## src/source/fp16_pkg.sv

```systemverilog
package fp16_pkg;

    // binary16 word layout
    localparam int fp_w   = 16;
    localparam int exp_w  = 5;
    localparam int frac_w = 10;

    localparam logic [exp_w-1:0] exp_bias = 5'd15;
    localparam int exp_max = 31;                     // all-ones exponent, infinity

    // overflow result, positive infinity
    localparam logic [fp_w-1:0] fp_pos_inf = 16'h7c00;

    // adder working significand: hidden bit, fraction, two guard bits
    localparam int sig_w = frac_w + 3;

    // pipeline depths in cycles
    localparam int mul_lat = 2;
    localparam int add_lat = 3;
    localparam int dot_lat = mul_lat + add_lat;      // start to ready at the top level

endpackage

```

## src/source/fp16_add.sv

```systemverilog
`timescale 1ns/1ps

module fp16_add (
    input  logic                      clk,
    input  logic                      nRST,
    input  logic                      start,
    input  logic [fp16_pkg::fp_w-1:0] x,
    input  logic [fp16_pkg::fp_w-1:0] y,
    input  logic                      ovf_in,
    output logic [fp16_pkg::fp_w-1:0] sum,
    output logic                      ovf,
    output logic                      ready
);
    import fp16_pkg::*;

    logic run_latched;
    logic run;
    logic s1_valid, s2_valid;

    // operand unpack
    logic [exp_w-1:0] exp_x, exp_y;
    logic [sig_w-1:0] sig_x, sig_y;
    logic             x_big;
    logic [exp_w-1:0] shift;

    // stage 1 registers, aligned operands
    logic             s1_sign_big, s1_sign_small;
    logic [sig_w-1:0] s1_sig_big, s1_sig_small;
    logic [exp_w-1:0] s1_exp;
    logic             s1_ovf;

    // stage 2 registers, signed magnitude sum
    logic             s2_sign;
    logic [sig_w-1:0] s2_mag;
    logic             s2_carry;
    logic [exp_w-1:0] s2_exp;
    logic             s2_ovf;

    // stage 3 pack inputs and results
    logic [sig_w-1:0]        pk_sig;
    logic signed [exp_w+1:0] pk_exp;
    logic                    pk_sign;
    logic [fp_w-1:0]         pk_value;
    logic                    pk_ovf;

    // run stays up while anything will still sit in the pipe after this edge
    always_ff @(posedge clk, negedge nRST) begin
        if (nRST == 1'b0) begin
            run_latched <= 1'b0;
        end
        else begin
            run_latched <= start | s1_valid | s2_valid;
        end
    end

    assign run = run_latched | start;   // no dead cycle on the first start

    always_ff @(posedge clk, negedge nRST) begin
        if (nRST == 1'b0) begin
            s1_valid <= 1'b0;
            s2_valid <= 1'b0;
            ready    <= 1'b0;
        end
        else if (run) begin
            s1_valid <= start;
            s2_valid <= s1_valid;
            ready    <= s2_valid;
        end
    end

    assign exp_x = x[fp_w-2 -: exp_w];
    assign exp_y = y[fp_w-2 -: exp_w];
    assign sig_x = (exp_x == '0) ? '0 : {1'b1, x[frac_w-1:0], 2'b00};
    assign sig_y = (exp_y == '0) ? '0 : {1'b1, y[frac_w-1:0], 2'b00};

    assign x_big = (exp_x >= exp_y);
    assign shift = x_big ? (exp_x - exp_y) : (exp_y - exp_x);

    // stage 1, align; bits shifted out are lost
    always_ff @(posedge clk) begin
        if (run) begin
            s1_sign_big   <= x_big ? x[fp_w-1] : y[fp_w-1];
            s1_sign_small <= x_big ? y[fp_w-1] : x[fp_w-1];
            s1_sig_big    <= x_big ? sig_x : sig_y;
            s1_sig_small  <= (x_big ? sig_y : sig_x) >> shift;
            s1_exp        <= x_big ? exp_x : exp_y;
            s1_ovf        <= ovf_in;
        end
    end

    // stage 2, add or subtract magnitudes
    always_ff @(posedge clk) begin
        if (run) begin
            if (s1_sign_big == s1_sign_small) begin
                {s2_carry, s2_mag} <= s1_sig_big + s1_sig_small;
                s2_sign            <= s1_sign_big;
            end
            else if (s1_sig_big >= s1_sig_small) begin
                s2_carry <= 1'b0;
                s2_mag   <= s1_sig_big - s1_sig_small;
                s2_sign  <= s1_sign_big;
            end
            else begin                          // only with equal exponents
                s2_carry <= 1'b0;
                s2_mag   <= s1_sig_small - s1_sig_big;
                s2_sign  <= s1_sign_small;
            end
            s2_exp <= s1_exp;
            s2_ovf <= s1_ovf;
        end
    end

    // fold the carry back into the significand before packing
    assign pk_sig  = s2_carry ? {1'b1, s2_mag[sig_w-1:1]} : s2_mag;
    assign pk_exp  = $signed({2'b00, s2_exp}) + $signed({6'b0, s2_carry});
    assign pk_sign = (s2_mag == '0 && !s2_carry) ? 1'b0 : s2_sign;   // cancellation gives +0

    fp16_pack i_pack (
        .sign   (pk_sign),
        .exp    (pk_exp),
        .sig    (pk_sig),
        .ovf_in (s2_ovf),
        .value  (pk_value),
        .ovf    (pk_ovf)
    );

    // stage 3, result holds until the next item completes
    always_ff @(posedge clk, negedge nRST) begin
        if (nRST == 1'b0) begin
            sum <= '0;
            ovf <= 1'b0;
        end
        else if (run && s2_valid) begin
            sum <= pk_value;
            ovf <= pk_ovf;
        end
    end

endmodule

```

## src/source/fp16_dot2.sv

```systemverilog
`timescale 1ns/1ps

module fp16_dot2 (
    input  logic                      clk,
    input  logic                      nRST,
    input  logic                      start,
    input  logic [fp16_pkg::fp_w-1:0] a0,
    input  logic [fp16_pkg::fp_w-1:0] b0,
    input  logic [fp16_pkg::fp_w-1:0] a1,
    input  logic [fp16_pkg::fp_w-1:0] b1,
    output logic [fp16_pkg::fp_w-1:0] result,
    output logic                      overflow,
    output logic                      ready
);
    import fp16_pkg::*;

    logic [fp_w-1:0] prod0, prod1;
    logic            prod0_ovf, prod1_ovf;
    logic            prod_valid;

    fp16_mul i_mul0 (
        .clk       (clk),
        .nRST      (nRST),
        .start     (start),
        .a         (a0),
        .b         (b0),
        .product   (prod0),
        .ovf       (prod0_ovf),
        .out_valid (prod_valid)
    );

    // both multipliers run in lockstep, so one valid is enough
    fp16_mul i_mul1 (
        .clk       (clk),
        .nRST      (nRST),
        .start     (start),
        .a         (a1),
        .b         (b1),
        .product   (prod1),
        .ovf       (prod1_ovf),
        .out_valid ()
    );

    fp16_add i_add (
        .clk    (clk),
        .nRST   (nRST),
        .start  (prod_valid),
        .x      (prod0),
        .y      (prod1),
        .ovf_in (prod0_ovf | prod1_ovf),    // either product overflowing forces infinity
        .sum    (result),
        .ovf    (overflow),
        .ready  (ready)
    );

endmodule

```

## src/source/fp16_mul.sv

```systemverilog
`timescale 1ns/1ps

module fp16_mul (
    input  logic                      clk,
    input  logic                      nRST,
    input  logic                      start,
    input  logic [fp16_pkg::fp_w-1:0] a,
    input  logic [fp16_pkg::fp_w-1:0] b,
    output logic [fp16_pkg::fp_w-1:0] product,
    output logic                      ovf,
    output logic                      out_valid
);
    import fp16_pkg::*;

    logic [exp_w-1:0] exp_a, exp_b;
    logic [frac_w:0]  man_a, man_b;     // hidden bit included

    // stage 1 registers
    logic                    s1_valid;
    logic                    s1_sign;
    logic signed [exp_w+1:0] s1_exp;
    logic [2*frac_w+1:0]     s1_prod;

    // stage 2 pack results
    logic [fp_w-1:0] pk_value;
    logic            pk_ovf;

    assign exp_a = a[fp_w-2 -: exp_w];
    assign exp_b = b[fp_w-2 -: exp_w];

    // a zero exponent means zero or subnormal, both flushed
    assign man_a = (exp_a == '0) ? '0 : {1'b1, a[frac_w-1:0]};
    assign man_b = (exp_b == '0) ? '0 : {1'b1, b[frac_w-1:0]};

    always_ff @(posedge clk, negedge nRST) begin
        if (nRST == 1'b0) begin
            s1_valid  <= 1'b0;
            out_valid <= 1'b0;
        end
        else begin
            if (start | s1_valid) begin
                s1_valid <= start;
            end
            if (s1_valid | out_valid) begin
                out_valid <= s1_valid;
            end
        end
    end

    // stage 1 payload
    always_ff @(posedge clk) begin
        if (start | s1_valid) begin
            s1_sign <= a[fp_w-1] ^ b[fp_w-1];
            // the product's top bit is the 2's place, hence the extra +1
            s1_exp  <= $signed({2'b00, exp_a}) + $signed({2'b00, exp_b})
                       - $signed({2'b00, exp_bias}) + 7'sd1;
            s1_prod <= man_a * man_b;
        end
    end

    fp16_pack i_pack (
        .sign   (s1_sign),
        .exp    (s1_exp),
        .sig    (s1_prod[2*frac_w+1 -: sig_w]),   // low product bits truncated
        .ovf_in (1'b0),
        .value  (pk_value),
        .ovf    (pk_ovf)
    );

    // stage 2, output only changes when a new product arrives
    always_ff @(posedge clk, negedge nRST) begin
        if (nRST == 1'b0) begin
            product <= '0;
            ovf     <= 1'b0;
        end
        else if (s1_valid) begin
            product <= pk_value;
            ovf     <= pk_ovf;
        end
    end

endmodule

```

## src/source/fp16_pack.sv

```systemverilog
`timescale 1ns/1ps

// sig is read with its hidden position at bit sig_w-1, so the input value is
// sig / 2**(sig_w-1) * 2**(exp - bias)
module fp16_pack (
    input  logic                              sign,
    input  logic signed [fp16_pkg::exp_w+1:0] exp,
    input  logic [fp16_pkg::sig_w-1:0]        sig,
    input  logic                              ovf_in,
    output logic [fp16_pkg::fp_w-1:0]         value,
    output logic                              ovf
);
    import fp16_pkg::*;

    logic [3:0]              lz;        // distance of leading one below the hidden position
    logic [sig_w-1:0]        sig_n;
    logic signed [exp_w+1:0] exp_n;

    // leading one search, highest set bit wins
    always_comb begin
        lz = '0;
        for (int i = 0; i < sig_w; i++) begin
            if (sig[i]) begin
                lz = 4'(sig_w - 1 - i);
            end
        end
    end

    assign sig_n = sig << lz;
    assign exp_n = exp - $signed({3'b000, lz});

    always_comb begin
        ovf = 1'b0;
        if (ovf_in) begin                               // upstream overflow wins
            value = fp_pos_inf;
            ovf   = 1'b1;
        end
        else if (sig == '0) begin
            value = {sign, {(fp_w-1){1'b0}}};
        end
        else if (exp_n >= exp_max) begin
            value = fp_pos_inf;
            ovf   = 1'b1;
        end
        else if (exp_n <= 0) begin                      // flush subnormal to zero
            value = {sign, {(fp_w-1){1'b0}}};
        end
        else begin
            // low guard bits are simply dropped, truncation
            value = {sign, exp_n[exp_w-1:0], sig_n[sig_w-2 -: frac_w]};
        end
    end

endmodule

```

## config.mk

```make
export PLATFORM = sky130hd
export DESIGN_NAME = fp16_dot2
export DESIGN_NICKNAME = d
export VERILOG_FILES = /design/src/source/fp16_pkg.sv /design/src/source/fp16_add.sv /design/src/source/fp16_dot2.sv /design/src/source/fp16_mul.sv /design/src/source/fp16_pack.sv
export SDC_FILE = /design/constraint.sdc
export NUM_CORES = 1
export LEC_CHECK = 0
export BUFFER_PORTS_ARGS = -buffer_cell sky130_fd_sc_hd__buf_2
export CAP_MARGIN = 20
export CORE_ASPECT_RATIO = 0.6
export CORE_MARGIN = 8
export CORE_UTILIZATION = 50
export CTS_CLUSTER_SIZE = 24
export DETAILED_ROUTE_END_ITERATION = 6
export HOLD_SLACK_MARGIN = 0.02
export PLACE_DENSITY = 0.67
export SYNTH_ARGS = -nofsm -noshare
export SYNTH_HDL_FRONTEND = slang
export SYNTH_SLANG_ARGS = --single-unit
export TNS_END_PERCENT = 1
```

## constraint.sdc

```tcl
create_clock -name clk -period 6.1 [get_ports clk]
set_clock_uncertainty 0.05 [all_clocks]
set_input_delay 0.305 -clock clk [delete_from_list [all_inputs] [get_ports clk]]
set_output_delay 0.305 -clock clk [all_outputs]
set_load 0.005 [all_outputs]
```

==> qor.csv, run 1 <==
stage,metric,value,unit
die,core,36150,sq um
power_and_ir_drop,p_int,0.005897,W
die,die_h,163.9,um
sta,min_period,5.923,ns
place,place_area,19390,sq um
sta,fin_tns_setup,0,ns
worst_setup_path,critPathMaxFanout,18,
place,hpwl,35570,um
run_status,status,"complete, no violations",
power_and_ir_drop,p_sw,0.005444,W
logic_synthesis,synth_area_leader_cell,fa_1,
power_and_ir_drop,power_frac_comb,71.0,%
worst_setup_path,crit_family,adder cells,
sta,max_slew_margin,39.26,%
clock_network,tritoncts,done,
logic_synthesis,synth_ff_type,edfxtp_1,
drt,drc,0,
power_and_ir_drop,ir_worst_vdd,0.3662,mV
drt,vias,14520,
logic_synthesis,synth_area,18240,sq um
final_layout,num_antenna_cells,0,
die,die_w,262.6,um
power_and_ir_drop,leakage,9.740,nW
die,num_rows,54,
worst_setup_path,path_buf_inv,4,
worst_setup_path,critPathKind,in2reg,
clock_network,clock-sinks,153,
clock_network,cts.htree.levels,4,
power_and_ir_drop,cellPowerDensity,565.4,nW/um^2
drt,final_antenna_net_count,0,
die,die_area,43040,sq um
logic_synthesis,seq_area_frac_synth,23.60,%
power_and_ir_drop,design_power_total,0.01134,W
clock_network,cts_buffer_depth,2,
worst_setup_path,cpMostUsedCell,fa_1,
logic_synthesis,ys_ff_latch,153,
power_and_ir_drop,seqPwrFrac,19.5,%
run,maxCapViolCount,0,
grt,grt.total_usage,20.58,%
logic_synthesis,syn_area_per_cell,9.155,sq um
worst_setup_path,cp-start-kind,input port,
sta,slew_violations,0,
clock_network,cts_buffers,17,
clock_network,insertion_delay,0.44,ns
die,start_util,50.45,%
power_and_ir_drop,switching_share,48.00,%
final_layout,area_growth,9.990,%
sta,timing.final.ws_setup,0.1769,ns
final_layout,drive_gt1_share,11.35,%
drt,drt-initial-drc-count,1331,
sta,fmax,168.8,MHz
grt,grt_pass1_wl,72810,um
logic_synthesis,synth_nets,2412,
grt,first_global_vias,14260,
logic_synthesis,synth_cell_types,74,
grt,grt-ovfl-total,0,
place,dp_slack,-0.4276,ns
logic_synthesis,syn_inst,1992,
sta,finalSetupViolCount,0,
grt,grt_max_degree,78,
final_layout,final_area,20060,sq um
drt,wl_per_cell,17.18,um
grt,antenna_found_initial,1,
sta,timing.final.crit_share,97.10,%
worst_setup_path,slowest_stage,or4_1,
sta,final-hold-violation-count,0,
worst_setup_path,crit_required,6.23,ns
die,io_pins,85,
logic_synthesis,async_flop_share,37.91,%
logic_synthesis,synth.top_cell.area_share,18.33,%
drt,wl,43910,um
worst_setup_path,critPathArrivalTime,6.05,ns
sta,worst_slew_pin_slew,0.9078,ns
drt,drt-vias-per-instance,5.679,
worst_setup_path,path_cells,buf_2 > or4_1 > o22a_4 > buf_4 > and2_0 > nand2_1 > fa_1 > fa_1 > inv_1 > fa_1 > fa_1 > fa_1 > ha_1 > o21ai_1 > nor2_1 > a41oi_2 > nand3_2 > a2111oi_2 > buf_4 > o31ai_1 > a21oi_1 > o21bai_1 > xnor2_1,
logic_synthesis,synth-edff-count,95,
worst_hold_path,hold_class,in2reg,
final_layout,nets,2487,
logic_synthesis,synth.area.top_cells,"fa_1 18%, edfxtp_1 16%, ha_1 13%, dfrtp_1 8.0%, inv_1 6.2%",
worst_setup_path,worst_setup_path_end_kind,flip-flop,
drt,drt-pass1-iter-count,5,
place,place_congestion,0.9260,
clock_network,clk_pin_slew,0.07,ns
power_and_ir_drop,clock_power_share,9.5,%
logic_synthesis,yosys_warnings,0,
worst_setup_path,slowest_delay,0.53,ns
place,portBuffers,84,
clock_network,root_buffer,clkbuf_16,
==> flip-flops by register name, indices dropped and copies added, names as in the netlist, 5 cells and up <==
name	cells
i_add.s1_sig_big	11
i_add.sum	16
i_mul0.s1_exp	7
i_add.s1_exp	5
i_add.s1_sig_small	13
i_add.s2_exp	5
i_mul1.s1_prod	13
i_mul0.product	16
i_add.s2_mag	13
i_mul1.s1_exp	7
i_mul0.s1_prod	13
i_mul1.product	16
==> Yosys cell counts, drive strengths merged, types with 43 or more instances <==
library cell	count
nand2	160
fa	167
ha	186
dfrtp	58
clkbuf	88
nand3	76
xnor2	43
edfxtp	95
mux2i	71
o21ai	73
inv	300
and3	78
nor2	102
a21oi	91
==> cells by family after synthesis <==
group,after synthesis,synth area share (%)
multiplexers,96,5.503
XOR/XNOR,72,3.458
AND/OR/NAND/NOR,570,15.45
flip-flops,153,23.60
buffers and inverters,400,8.288
AO/OA/AOI/OAI,348,12.60
adder cells (fa/ha/maj),353,31.09
==> area by class of cell <==
class	count	area [sq um]
Sequential cell	153	4304
Clock inverter	13	117.6
Fill cell	3235	16090
Inverter	301	1130
Multi-Input combinational cell	1439	12470
Clock buffer	19	475.5
Tap cell	476	595.6
Timing Repair Buffer	155	962.2
==> routing by layer <==
| layer | up-vias | GRT usage (%) | wire [um] |
|---|---|---|---|
| met4 | 0 | 4.083 | 306 |
| met2 | 506 | 28.84 | 17510 |
| met1 | 7047 | 31.41 | 22160 |
| met3 | 25 | 5.428 | 3937 |
| met5 | - | 0 | 0 |
| li1 | 6938 | - | - |
==> per-stage QoR <==
stage | std cells | util (%) | hold slack (ns)
floorplan | 1992 | - | -0.04059
global placement | 2520 | 53.63 | 0.3513
detailed placement | 2520 | 53.63 | 0.3557
CTS | 2554 | 55.33 | 0.1386
global route | 2556 | 55.49 | 0.1438
finish | 2556 | 55.49 | 0.1552
==> power by group through the flow <==
stage	combinational (W)	sequential [W]	clock [W]
global route	0.00905	0.00226	0.00114
detailed placement	0.00787	0.00221	0
floorplan	0.00598	0.00206	0
CTS	0.00794	0.00220	0.00110
finish	0.00805	0.00221	0.00108
global placement	0.00770	0.00220	0
==> worst paths after layout <==
kind	endpoint	from	slack [ns]	cells after the start
max in group asynchronous	i_mul1.s1_valid	nRST	4.98	3
worst max-delay path	i_mul0.s1_prod[21]	b0[13]	0.18	23
min in group asynchronous	i_add.sum[10]	nRST	0.50	3
worst max register to register	i_add.sum[6]	i_add.s2_carry	0.82	14
worst min register to register	i_add.s2_exp[1]	i_add.s1_exp[1]	0.37	0
worst min-delay path	i_mul0.s1_sign	a0[15]	0.16	2
==> what timing repair did <==
item | 4_1_cts | 5_1_grt
setup endpoints to repair | 0 | 11
hold buffers | 2 | 0
setup buffers | 0 | 2
gates resized for setup | 0 | 7
endpoints found under the hold margin | 60 | 0
==> cells in the final DEF, fill, tap and decap left out, types with 10 or more instances in the layout <==
cell type	count
inv_1	299
ha_1	186
fa_1	167
nand2_1	160
nor2_1	102
edfxtp_1	95
a21oi_1	90
buf_2	84
and3_1	78
nand3_1	75
o21ai_0	72
mux2i_1	71
buf_4	68
dfrtp_1	58
xnor2_1	43
and2_1	33
nor3_1	29
xor2_1	29
a21o_1	28
mux2_2	24
nor2b_1	20
o22ai_1	19
clkbuf_16	19
o21bai_1	16
a211oi_1	15
nand2b_1	14
o31ai_1	14
o211ai_1	13
nand4_1	11
a31oi_1	10
Power figures use the tool's default switching activity.
==> inputs of run 2 (changes only) <==
- BUFFER_PORTS_ARGS: -buffer_cell sky130_fd_sc_hd__buf_2 -> -buffer_cell sky130_fd_sc_hd__buf_4
- CORE_MARGIN: 8 -> 2
- RECOVER_POWER: default -> 100
==> run 2 against run 1 <==
Setup slack improved by 0.050 ns; non-clock buffer count shrank 1; register-to-register slack better by 0.07 ns; largest power group unchanged; the flow now finishes with violations (capacitance limit, slew limit); highest routed layer unchanged.
==> qor.csv, run 2 (synthesized netlist as in run 1, its figures left out) <==
stage,metric,value,unit,change
sta,timing.final.crit_share,96.28,%,was 97.10%
worst_setup_path,critPathArrivalTime,6.01,ns,was 6.05 ns
die,num_rows,54,,unchanged
grt,first_global_vias,14110,,"was 14,260"
final_layout,num_antenna_cells,0,,unchanged
final_layout,mostFrequentLayoutCell,inv_1,,unchanged
drt,drt-initial-drc-count,1109,,"was 1,331"
clock_network,cts_buffers,17,,unchanged
final_layout,area_growth,11.18,%,was 9.990%
run,maxCapViolCount,4,,was 0
power_and_ir_drop,leakage,9.781,nW,was 9.740 nW
run_status,status,finished with violations,,"was complete, no violations"
clock_network,clock-sinks,153,,unchanged
final_layout,n_fill_cell,3144,,"was 3,235"
drt,drt-pass1-iter-count,7,,was 5
drt,wl,42770,um,"was 43,910 um"
power_and_ir_drop,cellPowerDensity,561.4,nW/um^2,was 565.4 nW/um^2
drt,drt-vias-per-instance,5.627,,was 5.679
worst_setup_path,critPathMaxFanout,11,,was 18
drt,vias,14380,,"was 14,520"
worst_setup_path,crit-reg2reg-launch,i_add.s2_carry,,unchanged
grt,antenna_found_initial,0,,was 1
worst_setup_path,r2r_slack,0.89,ns,was 0.82 ns
grt,grt.total_usage,23.35,%,was 20.58%
final_layout,final_area,20270,sq um,"was 20,060 sq um"
worst_setup_path,slowest_delay,0.56,ns,was 0.53 ns
power_and_ir_drop,ir_worst_vdd,0.3407,mV,was 0.3662 mV
die,start_util,50.45,%,unchanged
worst_setup_path,slowest_stage,fa_1,,was or4_1
sta,worst_slew_pin_slew,3.140,ns,was 0.9078 ns
drt,wl_per_cell,16.74,um,was 17.18 um
sta,max_slew_margin,-109.3,%,was 39.26%
place,place_area,19580,sq um,"was 19,390 sq um"
sta,final-hold-violation-count,0,,unchanged
die,io_pins,85,,unchanged
final_layout,largest_registers,"i_add.sum x16, i_mul0.product x16, i_mul1.product x16",,unchanged
sta,rsz0062_at_grt,false,,
place,place_congestion,0.8843,,was 0.9260
worst_setup_path,r2r-end,i_add.sum[6],,unchanged
clock_network,tritoncts,done,,unchanged
die,die_area,38070,sq um,"was 43,040 sq um"
clock_network,insertion_delay,0.44,ns,about the same
clock_network,clk_pin_slew,0.07,ns,about the same
worst_setup_path,ff2ff_path_depth,14,,unchanged
grt,grt-ovfl-total,0,,unchanged
worst_setup_path,cpMostUsedCell,fa_1,,unchanged
place,hpwl,34650,um,"was 35,570 um"
worst_setup_path,critPathCapture,i_mul0.s1_prod[21],,unchanged
run_status,violations,"capacitance limit, slew limit",,
sta,fmax,170.3,MHz,was 168.8 MHz
grt,grt_max_degree,59,,was 78
drt,drc,0,,unchanged
clock_network,root_buffer,clkbuf_16,,unchanged
final_layout,layout.cells.non_filler,2555,,"was 2,556"
worst_setup_path,worst_setup_path_end_kind,flip-flop,,unchanged
final_layout,nets,2486,,"was 2,487"
power_and_ir_drop,design_power_total,0.01138,W,was 0.01134 W
die,die_h,151.9,um,was 163.9 um
final_layout,drive_gt1_share,10.92,%,was 11.35%
worst_setup_path,path_cells,buf_4 > or4_1 > o22a_4 > buf_4 > nand3_1 > fa_1 > fa_1 > fa_1 > inv_1 > fa_1 > fa_1 > ha_1 > o21ai_2 > nor2_1 > a41oi_2 > nand3_2 > a2111oi_4 > buf_4 > o31ai_1 > a21oi_1 > o21bai_1 > xnor2_1,,was buf_2 > or4_1 > o22a_4 > buf_4 > and2_0 > nand2_1 > fa_1 > fa_1 > inv_1 > fa_1 > fa_1 > fa_1 > ha_1 > o21ai_1 > nor2_1 > a41oi_2 > nand3_2 > a2111oi_2 > buf_4 > o31ai_1 > a21oi_1 > o21bai_1 > xnor2_1
worst_setup_path,crit_required,6.24,ns,was 6.23 ns
place,dp.cells,2518,,"was 2,520"
die,core,36150,sq um,unchanged
worst_setup_path,critPathKind,in2reg,,unchanged
final_layout,layout_common_cells,"299 x inv_1, 185 x ha_1, 167 x fa_1",,"was 299 x inv_1, 186 x ha_1, 167 x fa_1"
die,die_w,250.6,um,was 262.6 um
sta,fin_tns_setup,0,ns,unchanged
sta,min_period,5.873,ns,was 5.923 ns
place,portBuffers,84,,unchanged
worst_setup_path,cp-start-kind,input port,,unchanged
worst_hold_path,hold_class,in2reg,,unchanged
sta,finalSetupViolCount,0,,unchanged
clock_network,cts_buffer_depth,2,,unchanged
grt,grt_pass1_wl,72440,um,"was 72,810 um"
worst_setup_path,crit_path_start,b0[13],,unchanged
sta,slew_violations,158,,was 0
clock_network,cts.htree.levels,4,,unchanged
drt,final_antenna_net_count,0,,unchanged
==> run 2: changes by cell type in the layout (fill, tap and decap cells not counted), sizes merged <==
cell | before | now
clkinv | 4 | 8
inv | 310 | 304
clkbuf | 19 | 51
bufinv | 0 | 1
buf | 153 | 120
clkinvlp | 0 | 1
==> run 2: where the power goes <==
part           internal, W  total [W]  leakage (nW)  switching [W]
clock network     0.000607    0.00107         0.293       0.000464
registers          0.00180    0.00222          1.76       0.000414
logic              0.00355    0.00810          7.73        0.00454
total              0.00596     0.0114          9.78        0.00542
==> run 2: worst min-delay path by stage <==
stage / startpoint / end / slack (ns) / depth (start not counted)
5_1_grt: a0[15] / i_mul0.s1_sign / 0.14 / 2
2_1_floorplan: nRST / i_add.ovf / -0.04 / 0
3_3_place_gp: nRST / i_add.ovf / 0.35 / 1
3_5_place_dp: i_add.s1_exp[4] / i_add.s2_exp[4] / 0.36 / 0
6_report: a0[15] / i_mul0.s1_sign / 0.14 / 2
4_1_cts: a1[15] / i_mul1.s1_sign / 0.13 / 2
==> run 2: area by class of cell <==
cell class                 instances  area, sq um  share of cell area (%)
inverter                         301         1130                   5.573
sequential                       153         4304                   21.23
clock buffer                      19        464.2                   2.290
tap                              476        595.6                   2.938
timing repair buffer             154         1139                   5.616
clock inverter                    13        132.6                  0.6542
multi-input combinational       1439        12510                   61.70
==> run 2: worst max-delay path, delay by kind of cell <==
kind	cells	cell delay (ns)
AOI/OAI and AO/OA	7	1.43
xor gates and xnor gates	1	0.12
adders and majority gates	6	2.72
buffers and inverters	4	0.52
and+or+nand+nor	4	0.91
==> run 2: what timing repair did <==
| action | 4_1_cts | 5_1_grt |
|---|---|---|
| pin swaps | 2 | 11 |
| gates resized for setup | 0 | 21 |
| hold buffers | 2 | 0 |
| hold endpoints to repair | 60 | 0 |
| setup buffers | 1 | 1 |
| gates cloned | 0 | 0 |
| endpoints found under the setup margin | 1 | 13 |
==> run 2: per-layer routing <==
| metal | vias up | track usage [%] | wire length [um] |
|---|---|---|---|
| li1 | 6925 | - | - |
| met1 | 6972 | 37.86 | 22430 |
| met2 | 455 | 31.75 | 16890 |
| met3 | 25 | 5.242 | 3136 |
| met4 | 0 | 3.507 | 307 |
| met5 | - | 0 | 0 |
==> run 2: stage by stage <==
| stage | util [%] | worst slack (ns) | hold WS (ns) |
|---|---|---|---|
| detailed placement | 54.17 | -0.4613 | 0.3557 |
| global route | 56.09 | 0.002978 | 0.1391 |
| CTS | 55.90 | 0.08788 | 0.1294 |
| finish | 56.09 | 0.2268 | 0.1443 |
| floorplan | - | -0.02312 | -0.04059 |
| global placement | 54.17 | -0.3448 | 0.3509 |
